--- config.mk ---
export PLATFORM = sky130hd
export DESIGN_NAME = dram_ctrl_top
export DESIGN_NICKNAME = d
export VERILOG_FILES = /design/src/logic/dram_ctrl_pkg.sv /design/src/logic/app_if.sv /design/src/logic/cmd_decoder.sv /design/src/logic/stream_writer.sv /design/src/logic/readback_checker.sv /design/src/logic/app_arbiter.sv /design/src/logic/resp_arbiter.sv /design/src/logic/dram_ctrl_top.sv
export VERILOG_INCLUDE_DIRS = /design/src /design/src/logic
export SDC_FILE = /design/constraint.sdc
export NUM_CORES = 1
export LEC_CHECK = 0
export ABC_AREA = 1
export BUFFER_PORTS_ARGS = -buffer_cell sky130_fd_sc_hd__buf_2
export CAP_MARGIN = 30
export CORE_AREA = 2 2 342 344
export DETAILED_ROUTE_END_ITERATION = 12
export DIE_AREA = 0 0 344 346
export PLACE_DENSITY_LB_ADDON = 0.2
export SYNTH_ARGS = -nofsm -noshare
export SYNTH_HDL_FRONTEND = slang
export SYNTH_SLANG_ARGS = --single-unit
--- constraint.sdc ---
create_clock -name ui_clk -period 3.89 [get_ports ui_clk]
set_clock_uncertainty 0.05 [all_clocks]
set_input_delay 0.9725 -clock ui_clk [delete_from_list [all_inputs] [get_ports ui_clk]]
set_output_delay 0.9725 -clock ui_clk [all_outputs]
set_load 0.01 [all_outputs]
--- src/logic/dram_ctrl_settings.svh ---
`ifndef DRAM_CTRL_SETTINGS_SVH
`define DRAM_CTRL_SETTINGS_SVH

// host link command word
`define DC_CMD_W 32
`define DC_OP_W 15
`define DC_ARG_W 17
`define DC_HALF_W 16

// memory user interface
`define DC_DATA_W 256
`define DC_ADDR_W 29
`define DC_BEAT_STEP 8
`define DC_CNT_W 32

`endif

--- src/logic/dram_ctrl_pkg.sv ---
`default_nettype none
`include "dram_ctrl_settings.svh"

package dram_ctrl_pkg;

    // host opcodes, low field of every command word
    typedef enum logic [`DC_OP_W-1:0] {
        OP_CALIB_DONE  = 3,
        OP_WIN_SET     = 4,
        OP_READBACK    = 5,
        OP_COUNT_QUERY = 6
    } cmd_op_t;

    typedef struct packed {
        logic [`DC_ARG_W-1:0] arg;
        cmd_op_t              op;
    } cmd_word_t;

    typedef enum logic [2:0] {
        APP_WRITE = 3'd0,
        APP_READ  = 3'd1
    } app_cmd_t;

    typedef enum logic [1:0] {WIN_BASE_LO, WIN_BASE_HI, WIN_LAST_LO, WIN_LAST_HI} win_state_t;

    typedef enum logic [1:0] {CHK_IDLE, CHK_READ, CHK_WAIT, CHK_REPORT} chk_state_t;

endpackage

`default_nettype wire

--- src/logic/app_if.sv ---
`timescale 1ns/10ps
`default_nettype none
`include "dram_ctrl_settings.svh"

interface app_if;

    // requester side, held until granted
    logic                    req;
    dram_ctrl_pkg::app_cmd_t cmd;
    logic [`DC_ADDR_W-1:0]   addr;
    logic [`DC_DATA_W-1:0]   wdata;

    // arbiter side
    logic                    grant;
    logic [`DC_DATA_W-1:0]   rdata;
    logic                    rdata_valid;

    modport requester (
        output req, cmd, addr, wdata,
        input  grant, rdata, rdata_valid
    );

    modport arbiter (
        input  req, cmd, addr, wdata,
        output grant, rdata, rdata_valid
    );

endinterface

`default_nettype wire

--- src/logic/cmd_decoder.sv ---
`timescale 1ns/10ps
`default_nettype none
`include "dram_ctrl_settings.svh"

module cmd_decoder (
    input  logic                     ui_clk,
    input  logic                     rst,
    input  dram_ctrl_pkg::cmd_word_t p2d_cmd_dout,
    input  logic                     p2d_cmd_empty,
    input  logic                     init_calib_complete,
    input  logic [`DC_CNT_W-1:0]     write_count,
    input  logic                     resp_grant,
    output logic                     p2d_cmd_rd_en,
    output logic [2*`DC_HALF_W-1:0]  win_base,
    output logic [2*`DC_HALF_W-1:0]  win_last,
    output logic                     count_clear,
    output logic                     resp_req,
    output dram_ctrl_pkg::cmd_word_t resp_word
);

    dram_ctrl_pkg::win_state_t phase;
    logic                      calib_sent;
    logic                      calib_pend;
    logic                      head_win;
    logic                      head_query;
    logic [`DC_HALF_W-1:0]     half;

    assign calib_pend = init_calib_complete && !calib_sent;
    assign head_win   = !p2d_cmd_empty && (p2d_cmd_dout.op == dram_ctrl_pkg::OP_WIN_SET);
    assign head_query = !p2d_cmd_empty && (p2d_cmd_dout.op == dram_ctrl_pkg::OP_COUNT_QUERY);
    assign half       = p2d_cmd_dout.arg[`DC_HALF_W-1:0];

    always_comb begin
        p2d_cmd_rd_en = 1'b0;
        resp_req      = 1'b0;
        resp_word     = '0;
        if (calib_pend) begin
            resp_req     = 1'b1;
            resp_word.op = dram_ctrl_pkg::OP_CALIB_DONE;
        end
        if (head_win && phase != dram_ctrl_pkg::WIN_LAST_HI) begin
            // first three setup words need no answer
            p2d_cmd_rd_en = 1'b1;
        end else if (head_win || head_query) begin
            // answered words wait behind the calibration notice
            if (!calib_pend) begin
                resp_req      = 1'b1;
                resp_word.op  = head_win ? dram_ctrl_pkg::OP_WIN_SET
                                         : dram_ctrl_pkg::OP_COUNT_QUERY;
                resp_word.arg = head_win ? '0 : write_count[`DC_ARG_W-1:0];
                p2d_cmd_rd_en = resp_grant;
            end
        end else if (!p2d_cmd_empty) begin
            // unknown opcode, drop it
            p2d_cmd_rd_en = 1'b1;
        end
    end

    assign count_clear = p2d_cmd_rd_en && head_win && (phase == dram_ctrl_pkg::WIN_BASE_LO);

    always_ff @(posedge ui_clk) begin
        if (rst) begin
            phase      <= dram_ctrl_pkg::WIN_BASE_LO;
            calib_sent <= 1'b0;
        end else begin
            if (calib_pend && resp_grant) begin
                calib_sent <= 1'b1;
            end
            if (p2d_cmd_rd_en && head_win) begin
                case (phase)
                    dram_ctrl_pkg::WIN_BASE_LO: phase <= dram_ctrl_pkg::WIN_BASE_HI;
                    dram_ctrl_pkg::WIN_BASE_HI: phase <= dram_ctrl_pkg::WIN_LAST_LO;
                    dram_ctrl_pkg::WIN_LAST_LO: phase <= dram_ctrl_pkg::WIN_LAST_HI;
                    default:                    phase <= dram_ctrl_pkg::WIN_BASE_LO;
                endcase
            end
        end
    end

    // window halves, low half first
    always_ff @(posedge ui_clk) begin
        if (p2d_cmd_rd_en && head_win) begin
            case (phase)
                dram_ctrl_pkg::WIN_BASE_LO: win_base[0 +: `DC_HALF_W] <= half;
                dram_ctrl_pkg::WIN_BASE_HI: win_base[`DC_HALF_W +: `DC_HALF_W] <= half;
                dram_ctrl_pkg::WIN_LAST_LO: win_last[0 +: `DC_HALF_W] <= half;
                default:                    win_last[`DC_HALF_W +: `DC_HALF_W] <= half;
            endcase
        end
    end

    a_no_pop_when_empty: assert property (@(posedge ui_clk) disable iff (rst)
        !(p2d_cmd_rd_en && p2d_cmd_empty));

endmodule

`default_nettype wire

--- src/logic/stream_writer.sv ---
`timescale 1ns/10ps
`default_nettype none
`include "dram_ctrl_settings.svh"

module stream_writer (
    input  logic                    ui_clk,
    input  logic                    rst,
    input  logic [`DC_DATA_W-1:0]   p2d_data_dout,
    input  logic                    p2d_data_empty,
    input  logic [2*`DC_HALF_W-1:0] win_base,
    input  logic [2*`DC_HALF_W-1:0] win_last,
    input  logic                    count_clear,
    output logic                    p2d_data_rd_en,
    output logic [`DC_CNT_W-1:0]    write_count,
    output logic                    last_hit,
    output logic [`DC_ADDR_W-1:0]   hit_addr,
    app_if.requester                wr_bus
);

    logic [2*`DC_HALF_W-1:0] next_addr;
    logic                    at_last;

    // count is already in address units
    assign next_addr = win_base + write_count;
    assign at_last   = (win_last == {{(2*`DC_HALF_W-`DC_ADDR_W){1'b0}}, wr_bus.addr});

    assign wr_bus.req   = !p2d_data_empty;
    assign wr_bus.cmd   = dram_ctrl_pkg::APP_WRITE;
    assign wr_bus.addr  = next_addr[`DC_ADDR_W-1:0];
    assign wr_bus.wdata = p2d_data_dout;

    // pop in the grant cycle, the bus write follows one cycle later
    assign p2d_data_rd_en = wr_bus.grant;

    always_ff @(posedge ui_clk) begin
        if (rst) begin
            write_count <= '0;
            last_hit    <= 1'b0;
        end else begin
            if (count_clear) begin
                write_count <= '0;
            end else if (wr_bus.grant) begin
                write_count <= write_count + `DC_BEAT_STEP;
            end
            last_hit <= wr_bus.grant && at_last;
        end
    end

    always_ff @(posedge ui_clk) begin
        if (wr_bus.grant) begin
            hit_addr <= wr_bus.addr;
        end
    end

endmodule

`default_nettype wire

--- src/logic/readback_checker.sv ---
`timescale 1ns/10ps
`default_nettype none
`include "dram_ctrl_settings.svh"

module readback_checker (
    input  logic                     ui_clk,
    input  logic                     rst,
    input  logic                     last_hit,
    input  logic [`DC_ADDR_W-1:0]    hit_addr,
    input  logic                     resp_grant,
    output logic                     resp_req,
    output dram_ctrl_pkg::cmd_word_t resp_word,
    app_if.requester                 rd_bus
);

    dram_ctrl_pkg::chk_state_t state;
    logic [`DC_ADDR_W-1:0]     check_addr;
    logic [`DC_HALF_W-1:0]     check_data;

    assign rd_bus.req   = (state == dram_ctrl_pkg::CHK_READ);
    assign rd_bus.cmd   = dram_ctrl_pkg::APP_READ;
    assign rd_bus.addr  = check_addr;
    assign rd_bus.wdata = '0;

    assign resp_req      = (state == dram_ctrl_pkg::CHK_REPORT);
    assign resp_word.op  = dram_ctrl_pkg::OP_READBACK;
    assign resp_word.arg = {{(`DC_ARG_W-`DC_HALF_W){1'b0}}, check_data};

    always_ff @(posedge ui_clk) begin
        if (rst) begin
            state <= dram_ctrl_pkg::CHK_IDLE;
        end else begin
            case (state)
                dram_ctrl_pkg::CHK_IDLE:
                    if (last_hit) state <= dram_ctrl_pkg::CHK_READ;
                dram_ctrl_pkg::CHK_READ:
                    if (rd_bus.grant) state <= dram_ctrl_pkg::CHK_WAIT;
                dram_ctrl_pkg::CHK_WAIT:
                    if (rd_bus.rdata_valid) state <= dram_ctrl_pkg::CHK_REPORT;
                default:
                    if (resp_grant) state <= dram_ctrl_pkg::CHK_IDLE;
            endcase
        end
    end

    // only the low half of the beat is reported
    always_ff @(posedge ui_clk) begin
        if (state == dram_ctrl_pkg::CHK_IDLE && last_hit) begin
            check_addr <= hit_addr;
        end
        if (state == dram_ctrl_pkg::CHK_WAIT && rd_bus.rdata_valid) begin
            check_data <= rd_bus.rdata[`DC_HALF_W-1:0];
        end
    end

    // a second hit before the report would be lost
    a_hit_only_when_idle: assert property (@(posedge ui_clk) disable iff (rst)
        last_hit |-> state == dram_ctrl_pkg::CHK_IDLE);

endmodule

`default_nettype wire

--- src/logic/app_arbiter.sv ---
`timescale 1ns/10ps
`default_nettype none
`include "dram_ctrl_settings.svh"

module app_arbiter (
    input  logic                    ui_clk,
    input  logic                    rst,
    input  logic                    app_rdy,
    input  logic                    app_wdf_rdy,
    input  logic [`DC_DATA_W-1:0]   app_rd_data,
    input  logic                    app_rd_data_valid,
    output logic                    app_en,
    output dram_ctrl_pkg::app_cmd_t app_cmd,
    output logic [`DC_ADDR_W-1:0]   app_addr,
    output logic                    app_wdf_wren,
    output logic [`DC_DATA_W-1:0]   app_wdf_data,
    app_if.arbiter                  wr_bus,
    app_if.arbiter                  rd_bus
);

    logic                    wr_ok;
    logic                    rd_ok;
    logic                    any_grant;
    dram_ctrl_pkg::app_cmd_t sel_cmd;

    // writes also need room in the write data FIFO
    assign wr_ok = app_rdy && (wr_bus.cmd == dram_ctrl_pkg::APP_READ || app_wdf_rdy);
    assign rd_ok = app_rdy && (rd_bus.cmd == dram_ctrl_pkg::APP_READ || app_wdf_rdy);

    // readback wins
    assign rd_bus.grant = rd_bus.req && rd_ok;
    assign wr_bus.grant = wr_bus.req && wr_ok && !rd_bus.req;
    assign any_grant    = rd_bus.grant || wr_bus.grant;
    assign sel_cmd      = rd_bus.req ? rd_bus.cmd : wr_bus.cmd;

    assign rd_bus.rdata       = app_rd_data;
    assign rd_bus.rdata_valid = app_rd_data_valid;
    // writer issues no reads
    assign wr_bus.rdata       = app_rd_data;
    assign wr_bus.rdata_valid = 1'b0;

    always_ff @(posedge ui_clk) begin
        if (rst) begin
            app_en       <= 1'b0;
            app_wdf_wren <= 1'b0;
        end else begin
            app_en       <= any_grant;
            app_wdf_wren <= any_grant && (sel_cmd == dram_ctrl_pkg::APP_WRITE);
        end
    end

    always_ff @(posedge ui_clk) begin
        app_cmd      <= sel_cmd;
        app_addr     <= rd_bus.req ? rd_bus.addr : wr_bus.addr;
        app_wdf_data <= rd_bus.req ? rd_bus.wdata : wr_bus.wdata;
    end

    a_one_grant: assert property (@(posedge ui_clk) disable iff (rst)
        !(wr_bus.grant && rd_bus.grant));

endmodule

`default_nettype wire

--- src/logic/resp_arbiter.sv ---
`timescale 1ns/10ps
`default_nettype none
`include "dram_ctrl_settings.svh"

module resp_arbiter (
    input  logic                     d2p_cmd_full,
    input  logic                     dec_req,
    input  dram_ctrl_pkg::cmd_word_t dec_word,
    input  logic                     chk_req,
    input  dram_ctrl_pkg::cmd_word_t chk_word,
    output logic                     dec_grant,
    output logic                     chk_grant,
    output logic                     d2p_cmd_wr_en,
    output logic [`DC_CMD_W-1:0]     d2p_cmd_din
);

    // checker report first, decoder waits behind it
    assign chk_grant = chk_req && !d2p_cmd_full;
    assign dec_grant = dec_req && !chk_req && !d2p_cmd_full;

    assign d2p_cmd_wr_en = chk_grant || dec_grant;
    assign d2p_cmd_din   = chk_req ? chk_word : dec_word;

    always_comb begin
        a_no_write_when_full: assert final (!(d2p_cmd_wr_en === 1'b1 && d2p_cmd_full === 1'b1));
    end

endmodule

`default_nettype wire

--- src/logic/dram_ctrl_top.sv ---
`timescale 1ns/10ps
`default_nettype none
`include "dram_ctrl_settings.svh"

module dram_ctrl_top (
    input  logic                    ui_clk,
    input  logic                    rst,
    output logic                    p2d_cmd_rd_en,
    input  logic [`DC_CMD_W-1:0]    p2d_cmd_dout,
    input  logic                    p2d_cmd_empty,
    output logic                    p2d_data_rd_en,
    input  logic [`DC_DATA_W-1:0]   p2d_data_dout,
    input  logic                    p2d_data_empty,
    output logic                    d2p_cmd_wr_en,
    output logic [`DC_CMD_W-1:0]    d2p_cmd_din,
    input  logic                    d2p_cmd_full,
    input  logic                    init_calib_complete,
    output logic                    app_en,
    output dram_ctrl_pkg::app_cmd_t app_cmd,
    output logic [`DC_ADDR_W-1:0]   app_addr,
    output logic                    app_wdf_wren,
    output logic [`DC_DATA_W-1:0]   app_wdf_data,
    input  logic                    app_rdy,
    input  logic                    app_wdf_rdy,
    input  logic [`DC_DATA_W-1:0]   app_rd_data,
    input  logic                    app_rd_data_valid
);

    logic [2*`DC_HALF_W-1:0]  win_base;
    logic [2*`DC_HALF_W-1:0]  win_last;
    logic                     count_clear;
    logic [`DC_CNT_W-1:0]     write_count;
    logic                     last_hit;
    logic [`DC_ADDR_W-1:0]    hit_addr;
    logic                     dec_req;
    logic                     dec_grant;
    dram_ctrl_pkg::cmd_word_t dec_word;
    logic                     chk_req;
    logic                     chk_grant;
    dram_ctrl_pkg::cmd_word_t chk_word;

    app_if wr_bus ();
    app_if rd_bus ();

    cmd_decoder u_cmd_decoder (
        .ui_clk              (ui_clk),
        .rst                 (rst),
        .p2d_cmd_dout        (p2d_cmd_dout),
        .p2d_cmd_empty       (p2d_cmd_empty),
        .init_calib_complete (init_calib_complete),
        .write_count         (write_count),
        .resp_grant          (dec_grant),
        .p2d_cmd_rd_en       (p2d_cmd_rd_en),
        .win_base            (win_base),
        .win_last            (win_last),
        .count_clear         (count_clear),
        .resp_req            (dec_req),
        .resp_word           (dec_word)
    );

    stream_writer u_stream_writer (
        .ui_clk         (ui_clk),
        .rst            (rst),
        .p2d_data_dout  (p2d_data_dout),
        .p2d_data_empty (p2d_data_empty),
        .win_base       (win_base),
        .win_last       (win_last),
        .count_clear    (count_clear),
        .p2d_data_rd_en (p2d_data_rd_en),
        .write_count    (write_count),
        .last_hit       (last_hit),
        .hit_addr       (hit_addr),
        .wr_bus         (wr_bus.requester)
    );

    readback_checker u_readback_checker (
        .ui_clk     (ui_clk),
        .rst        (rst),
        .last_hit   (last_hit),
        .hit_addr   (hit_addr),
        .resp_grant (chk_grant),
        .resp_req   (chk_req),
        .resp_word  (chk_word),
        .rd_bus     (rd_bus.requester)
    );

    app_arbiter u_app_arbiter (
        .ui_clk            (ui_clk),
        .rst               (rst),
        .app_rdy           (app_rdy),
        .app_wdf_rdy       (app_wdf_rdy),
        .app_rd_data       (app_rd_data),
        .app_rd_data_valid (app_rd_data_valid),
        .app_en            (app_en),
        .app_cmd           (app_cmd),
        .app_addr          (app_addr),
        .app_wdf_wren      (app_wdf_wren),
        .app_wdf_data      (app_wdf_data),
        .wr_bus            (wr_bus.arbiter),
        .rd_bus            (rd_bus.arbiter)
    );

    resp_arbiter u_resp_arbiter (
        .d2p_cmd_full  (d2p_cmd_full),
        .dec_req       (dec_req),
        .dec_word      (dec_word),
        .chk_req       (chk_req),
        .chk_word      (chk_word),
        .dec_grant     (dec_grant),
        .chk_grant     (chk_grant),
        .d2p_cmd_wr_en (d2p_cmd_wr_en),
        .d2p_cmd_din   (d2p_cmd_din)
    );

endmodule

`default_nettype wire

# Word-level counts from Yosys, hierarchy flattened
# Cells that the tools add are included.
dict set report word_totals {
  regBits 463
  wordCells 93
  out_inout_bits 325
  input_bits 553
}
dict set report classes {
  n_addsub 2
  n_bitwise 1
  reduce_logical 38
  eq_ne 12
  mux 23
}
# cell n
set op_table {}
lappend op_table {{two-way mux 32 bit} 4}
lappend op_table {{adder 32 x 4 -> 32 bit, second input constant} 1}
lappend op_table {{equality test 32 x 29 -> 1 bit} 1}
lappend op_table {{equality test 15 x 3 -> 1 bit, second input constant} 2}
lappend op_table {{adder 29 bit} 1}
lappend op_table {{two-way mux 29 bit} 1}
lappend op_table {{logical AND 1 bit} 18}
lappend op_table {{two-way mux 17 bit} 1}
lappend op_table {{two-way mux 2 bit} 6}
lappend op_table {{one-hot mux 2 bit (3 select lines)} 2}
lappend op_table {{two-way mux 1 bit} 9}
lappend op_table {{!= test 2 bit, second input constant} 4}
lappend op_table {{AND reduction 2 bit} 4}
lappend op_table {{equality test 2 bit, second input constant} 3}
lappend op_table {{zero test 1 bit} 6}
lappend op_table {{equality test 2 x 1 -> 1 bit, second input constant} 2}
lappend op_table {{zero test 2 bit} 2}
lappend op_table {{AND reduction 4 bit} 1}
lappend op_table {{nonzero test 4 bit} 1}
lappend op_table {{zero test 3 bit} 1}
lappend op_table {{logical OR 1 bit} 3}
lappend op_table {{OR reduction 3 bit} 1}
lappend op_table {{OR reduction 2 bit} 1}
lappend op_table {{inverter 1 bit} 1}

# Longest topological paths before layout
dict set report depth {
  depth_word 14
  depth_mapped 18
}

# Modules after synthesis
# From an unflattened synthesis, not the netlist that was laid out.
dict set report hier_totals {
  cells_unflattened 3437
  hier_area_um2 26875.8
}
# mod n_inst cells_per_inst area_per_inst_um2
set by_module_without_submodules {}
lappend by_module_without_submodules {app_arbiter 1 1757 13330.3}
lappend by_module_without_submodules {stream_writer 1 1019 6794.0}
lappend by_module_without_submodules {readback_checker 1 360 3648.5}
lappend by_module_without_submodules {cmd_decoder 1 191 2616.3}
lappend by_module_without_submodules {resp_arbiter 1 110 486.7}

# Least setup slack after synthesis
# OpenSTA, ideal clock, no wires.
dict set report synth_path {
  path_kind {input port to output port}
  startpoint {input port p2d_cmd_dout[8]}
  endpoint {output port d2p_cmd_din[19]}
  n_path_buf 1
  arrival_time_ns 2.138
  setup_slack_ns 0.730
  cell_stages 7
  required_time_ns 2.868
  cell_sequence {nor3_1 > and3_1 > nand2_1 > nor2_1 > nand2_1 > clkbuf_1 > o21ai_0}
}
dict set report synth_via {
  elab_chain_cells 7
}
# item line_no
set synth_lines {}
lappend synth_lines {{start: declaration} dram_ctrl_top.sv:9} ;# input logic [`DC_CMD_W-1:0] p2d_cmd_dout,
lappend synth_lines {{equality test 15 x 3 -> 1 bit} cmd_decoder.sv:29} ;# assign head_win = !p2d_cmd_empty && (p2d_cmd_dout.op == dram_ctrl_pkg::OP_WIN_SET);
lappend synth_lines {{logical AND 1 bit} cmd_decoder.sv:29}
lappend synth_lines {{two-way mux 17 bit} cmd_decoder.sv:50} ;# resp_word.arg = head_win ? '0 : write_count[`DC_ARG_W-1:0];
lappend synth_lines {{two-way mux 32 bit} cmd_decoder.sv:46} ;# if (!calib_pend) begin
lappend synth_lines {{two-way mux 32 bit} cmd_decoder.sv:44} ;# end else if (head_win || head_query) begin
lappend synth_lines {{two-way mux 32 bit (*)} cmd_decoder.sv:41} ;# if (head_win && phase != dram_ctrl_pkg::WIN_LAST_HI) begin
lappend synth_lines {{two-way mux 32 bit (*)} resp_arbiter.sv:22} ;# assign d2p_cmd_din = chk_req ? chk_word : dec_word;
lappend synth_lines {{end: declaration} dram_ctrl_top.sv:15} ;# output logic [`DC_CMD_W-1:0] d2p_cmd_din,
# Every way passes the cells marked *; elsewhere a longest branch is shown, timed or not.

# Worst setup path after layout
dict set report layout_path {
  startpoint {input port p2d_cmd_empty}
  endpoint {output port d2p_cmd_din[30]}
}
dict set report layout_via {
  elab_chain_cells 7
}
# item line_no
set layout_lines {}
lappend layout_lines {{start: declaration} dram_ctrl_top.sv:10} ;# input logic p2d_cmd_empty,
lappend layout_lines {{zero test 1 bit (*)} {cmd_decoder.sv:29, cmd_decoder.sv:30}}
lappend layout_lines {{logical AND 1 bit} cmd_decoder.sv:29}
lappend layout_lines {{two-way mux 17 bit} cmd_decoder.sv:50}
lappend layout_lines {{two-way mux 32 bit} cmd_decoder.sv:46}
lappend layout_lines {{two-way mux 32 bit} cmd_decoder.sv:44}
lappend layout_lines {{two-way mux 32 bit (*)} cmd_decoder.sv:41}
lappend layout_lines {{two-way mux 32 bit (*)} resp_arbiter.sv:22}
# Marks and branches as above.

==> flow_metrics.py <==
metrics = {
    "status": {
        "status": "complete, no violations",
    },
    "power_and_ir_drop": {
        "power_density_nw_per_um2": 615,
        "p_leak_nw": 11.9,
        "seq_power_share": 0.417,
        "ir_drop_mv": 0.353,
        "p_int_w": 0.0103,
        "pwr-share-clk": 0.402,
        "switchingPower_w": 0.00434,
        "netSwitchingFraction": 0.296,
        "p_comb_frac": 0.182,
    },
    "drt": {
        "vias": 13600,
        "drc_errors": 0,
        "drt-initial-drc-count": 783,
        "routed_wl_um": 68500,
        "viasPerCell": 3.33,
        "wl_per_cell_um": 16.7,
        "first_pass_iters": 8,
        "detail-route-antenna-nets": 0,
    },
    "sta": {
        "fmax_ghz": 0.283,
        "rsz0062_at_grt": "false",
        "setup_viol": 0,
        "max-slew-margin-rel": 0.508,
        "period_minus_slack_ps": 3530,
        "slew_viol_final": 0,
        "post-route-period-util": 0.907,
        "tightest_slew_ps": 735,
        "final.setup.tns_ps": 0,
        "hold_viol_final": 0,
    },
    "cts": {
        "cts_root_buf": "clkbuf_16",
        "clockBufferDepth": 3,
        "clock_sinks": 455,
        "insertion_delay_ps": 650,
        "numCtsBuffers": 59,
        "cts_tree": "done",
        "h-tree-depth": 2,
        "clk_pin_slew_worst_paths_ps": 70,
        "cts_setup_buffers": 0,
    },
    "worst_setup_path": {
        "worst_path_most_repeated_cell": "nand2_1",
        "path_cells": "buf_2, nor2_1, nand2_1, nor3_1, nand2_1, nor2_1, nand2_1, o21ai_1, buf_2",
        "start_kind": "input pin",
        "crit_family": "simple AND/OR/NAND/NOR gates",
        "cp-endpoint": "d2p_cmd_din[30]",
        "setup.worst_path.class": "input pin to output port",
        "cp-startpoint": "p2d_cmd_empty",
        "reg2reg_slack_ps": 620,
        "critPathMaxStageDelay_ps": 290,
        "worstPathRequired_ps": 2870,
        "r2r_start": "u_stream_writer.write_count[3]",
        "cp.arrival_ps": 2510,
        "cp_num_buf_inv": 2,
        "crit_path_end_kind": "output port",
        "crit_slowest_cell": "o21ai_1",
        "r2r_end": "u_stream_writer.last_hit",
        "worst-path-stages": 9,
        "path_max_fanout": 11,
        "ff2ff_path_depth": 19,
    },
    "layout": {
        "drive_above_1_share": 0.300,
        "final_common_cell": "buf_2",
        "final_cell_mix": "buf_2 (622), inv_1 (396), nor2_1 (356), dfxtp_1 (320), nand2_1 (296)",
        "regArea_sq_um": 10500,
        "area_delta_synth_final_pct": 42.1,
        "multi_input_area_sq_um": 4600,
        "fill_cells": 13000,
        "final_area_sq_um": 23800,
        "nets": 3105,
    },
    "synth": {
        "yosys_most_used_dff": "dfxtp_1",
        "ys_seq_elements": 455,
        "synthTopCellsByArea": "dfxtp_1 (38%), edfxtp_1 (24%), inv_1 (8.9%), nor2_1 (8.0%), nand2_1 (6.6%)",
        "synthArstFlopShare": 0,
        "synth-edff-count": 135,
        "avgSynthCellArea_sq_um": 9.03,
        "yosys.area.top_type_share": 0.382,
        "synth-seq-area-share": 0.624,
        "yosysWarnings": 0,
        "synth_top_area_cell": "dfxtp_1",
        "synthesis.area_sq_um": 16800,
        "synthDistinctLibCells": 46,
        "syn_inst": 1858,
    },
    "floorplanning": {
        "io_pins": 878,
        "die_w_um": 344,
        "initial_core_util": 0.145,
        "rows": 125,
        "fp.dieH_um": 346,
        "core_sq_um": 115000,
        "die_area_sq_um": 119000,
    },
    "global_route": {
        "grt_use_total": 0.112,
        "antenna_found_initial": 20,
        "grt_pass1_vias": 13400,
        "grt_first_pass_wirelength_um": 95700,
        "grt.overflow.total": 0,
        "grt_max_degree": 135,
    },
    "placed_design": {
        "dp_hpwl_um": 54400,
        "port_buffers": 622,
        "placed_area_sq_um": 21700,
        "gp_congestion": 0.854,
    },
    "run": {
        "cap_violations": 0,
    },
    "hold_path": {
        "hold_path_class": "register to register",
    },
}
==> per-layer routing <==
metal	GRT usage	share of wire	routed length (um)
met5	0	0.0015	101
met3	0.0337	0.071	4880
met4	0.0294	0.023	1550
met2	0.166	0.42	29100
met1	0.155	0.48	32900
==> how the worst min path moves through the flow <==
stage,from,to,depth (start not counted)
2_1_floorplan,u_stream_writer.hit_addr[0],u_readback_checker.rd_bus.addr[0],0
3_3_place_gp,u_stream_writer.hit_addr[24],u_readback_checker.rd_bus.addr[24],0
3_5_place_dp,u_stream_writer.hit_addr[21],u_readback_checker.rd_bus.addr[21],0
4_1_cts,u_stream_writer.hit_addr[8],u_readback_checker.rd_bus.addr[8],0
5_1_grt,u_stream_writer.hit_addr[8],u_readback_checker.rd_bus.addr[8],0
6_report,u_stream_writer.hit_addr[16],u_readback_checker.rd_bus.addr[16],0
==> cell type report <==
type / count / area share
diodes: 6 / 0.000630
clock buffers: 83 / 0.0730
clock inverters: 28 / 0.0147
inverters: 403 / 0.0635
multi-input cells: 960 / 0.193
flip-flops and latches: 455 / 0.439
well taps: 1524 / 0.0800
repair buffers: 636 / 0.136
==> sequential cells by signal, indices dropped and copies added (netlist names) <==
name	cells
u_app_arbiter.app_en	1
u_cmd_decoder.phase	2
u_cmd_decoder.win_last	32
u_stream_writer.write_count	26
u_stream_writer.hit_addr	29
u_app_arbiter.app_wdf_wren	1
u_app_arbiter.app_wdf_data	256
u_app_arbiter.app_cmd	1
u_cmd_decoder.win_base	29
u_readback_checker.state	2
u_stream_writer.last_hit	1
u_readback_checker.rd_bus.addr	29
u_app_arbiter.app_addr	29
u_cmd_decoder.calib_sent	1
u_readback_checker.check_data	16
==> kinds of logic after synthesis <==
logic type / after synthesis / share of synthesized area
AND/OR/NAND/NOR: 791 / 0.197
AO/OA/AOI/OAI: 91 / 0.0305
adder cells (fa/ha/maj): 37 / 0.0281
buffers and inverters: 456 / 0.106
other: 1 / 0.000224
XOR/XNOR: 27 / 0.0149
flip-flops: 455 / 0.624
==> metrics by stage <==
stage	hold slack (ps)	setup WS, ps	power, W	util	cells
after CTS	344	204	0.0150	0.206	4089
after global placement	350	265	0.00899	0.188	3977
after floorplan	350	730	0.00720	-	1871
final	358	361	0.0147	0.207	4095
after detailed placement	355	229	0.00899	0.188	3978
after global routing	367	27.4	0.0154	0.206	4090
==> power groups by stage <==
stage | Combinational (W) | Sequential [W] | Clock [W]
after floorplan | 0.000533 | 0.00667 | 0
after global placement | 0.00277 | 0.00622 | 0
after detailed placement | 0.00276 | 0.00623 | 0
after CTS | 0.00277 | 0.00613 | 0.00611
after global routing | 0.00290 | 0.00622 | 0.00630
final | 0.00266 | 0.00612 | 0.00589
==> Yosys cell counts (all sizes together) (2+ instances only) <==
master / instances
edfxtp: 135
nor3: 14
nor2: 363
o21ai: 28
clkbuf: 34
dfxtp: 320
clkinv: 3
or2: 3
a31oi: 20
ha: 36
a21oi: 35
buf: 19
xnor2: 4
a32o: 3
nand3b: 10
nor4: 3
nand4: 15
nand2: 309
inv: 400
and2: 2
nand3: 70
xor2: 22
==> what timing repair did <==
item / 4_1_cts / 5_1_grt
gates resized for setup: 0 / 2
hold buffers: 0 / 0
endpoints found under the setup margin: 0 / 2
==> worst register-to-register path, stage by stage, from the launching register on <==
cell,delay [ps]
dfxtp_1,500
ha_1,260
inv_1,60
fa_1,410
inv_1,160
nand3_1,110
nand2_1,150
nand2_1,100
nand2_1,110
nand2_1,160
nand2_1,170
nand2_1,110
nand3_1,80
nand2_1,50
nor2_1,100
nand3_1,130
nor2_1,130
nand2_1,60
nor2_1,140
buf_4,160
Note: power is estimated with default switching activity, not from simulation.
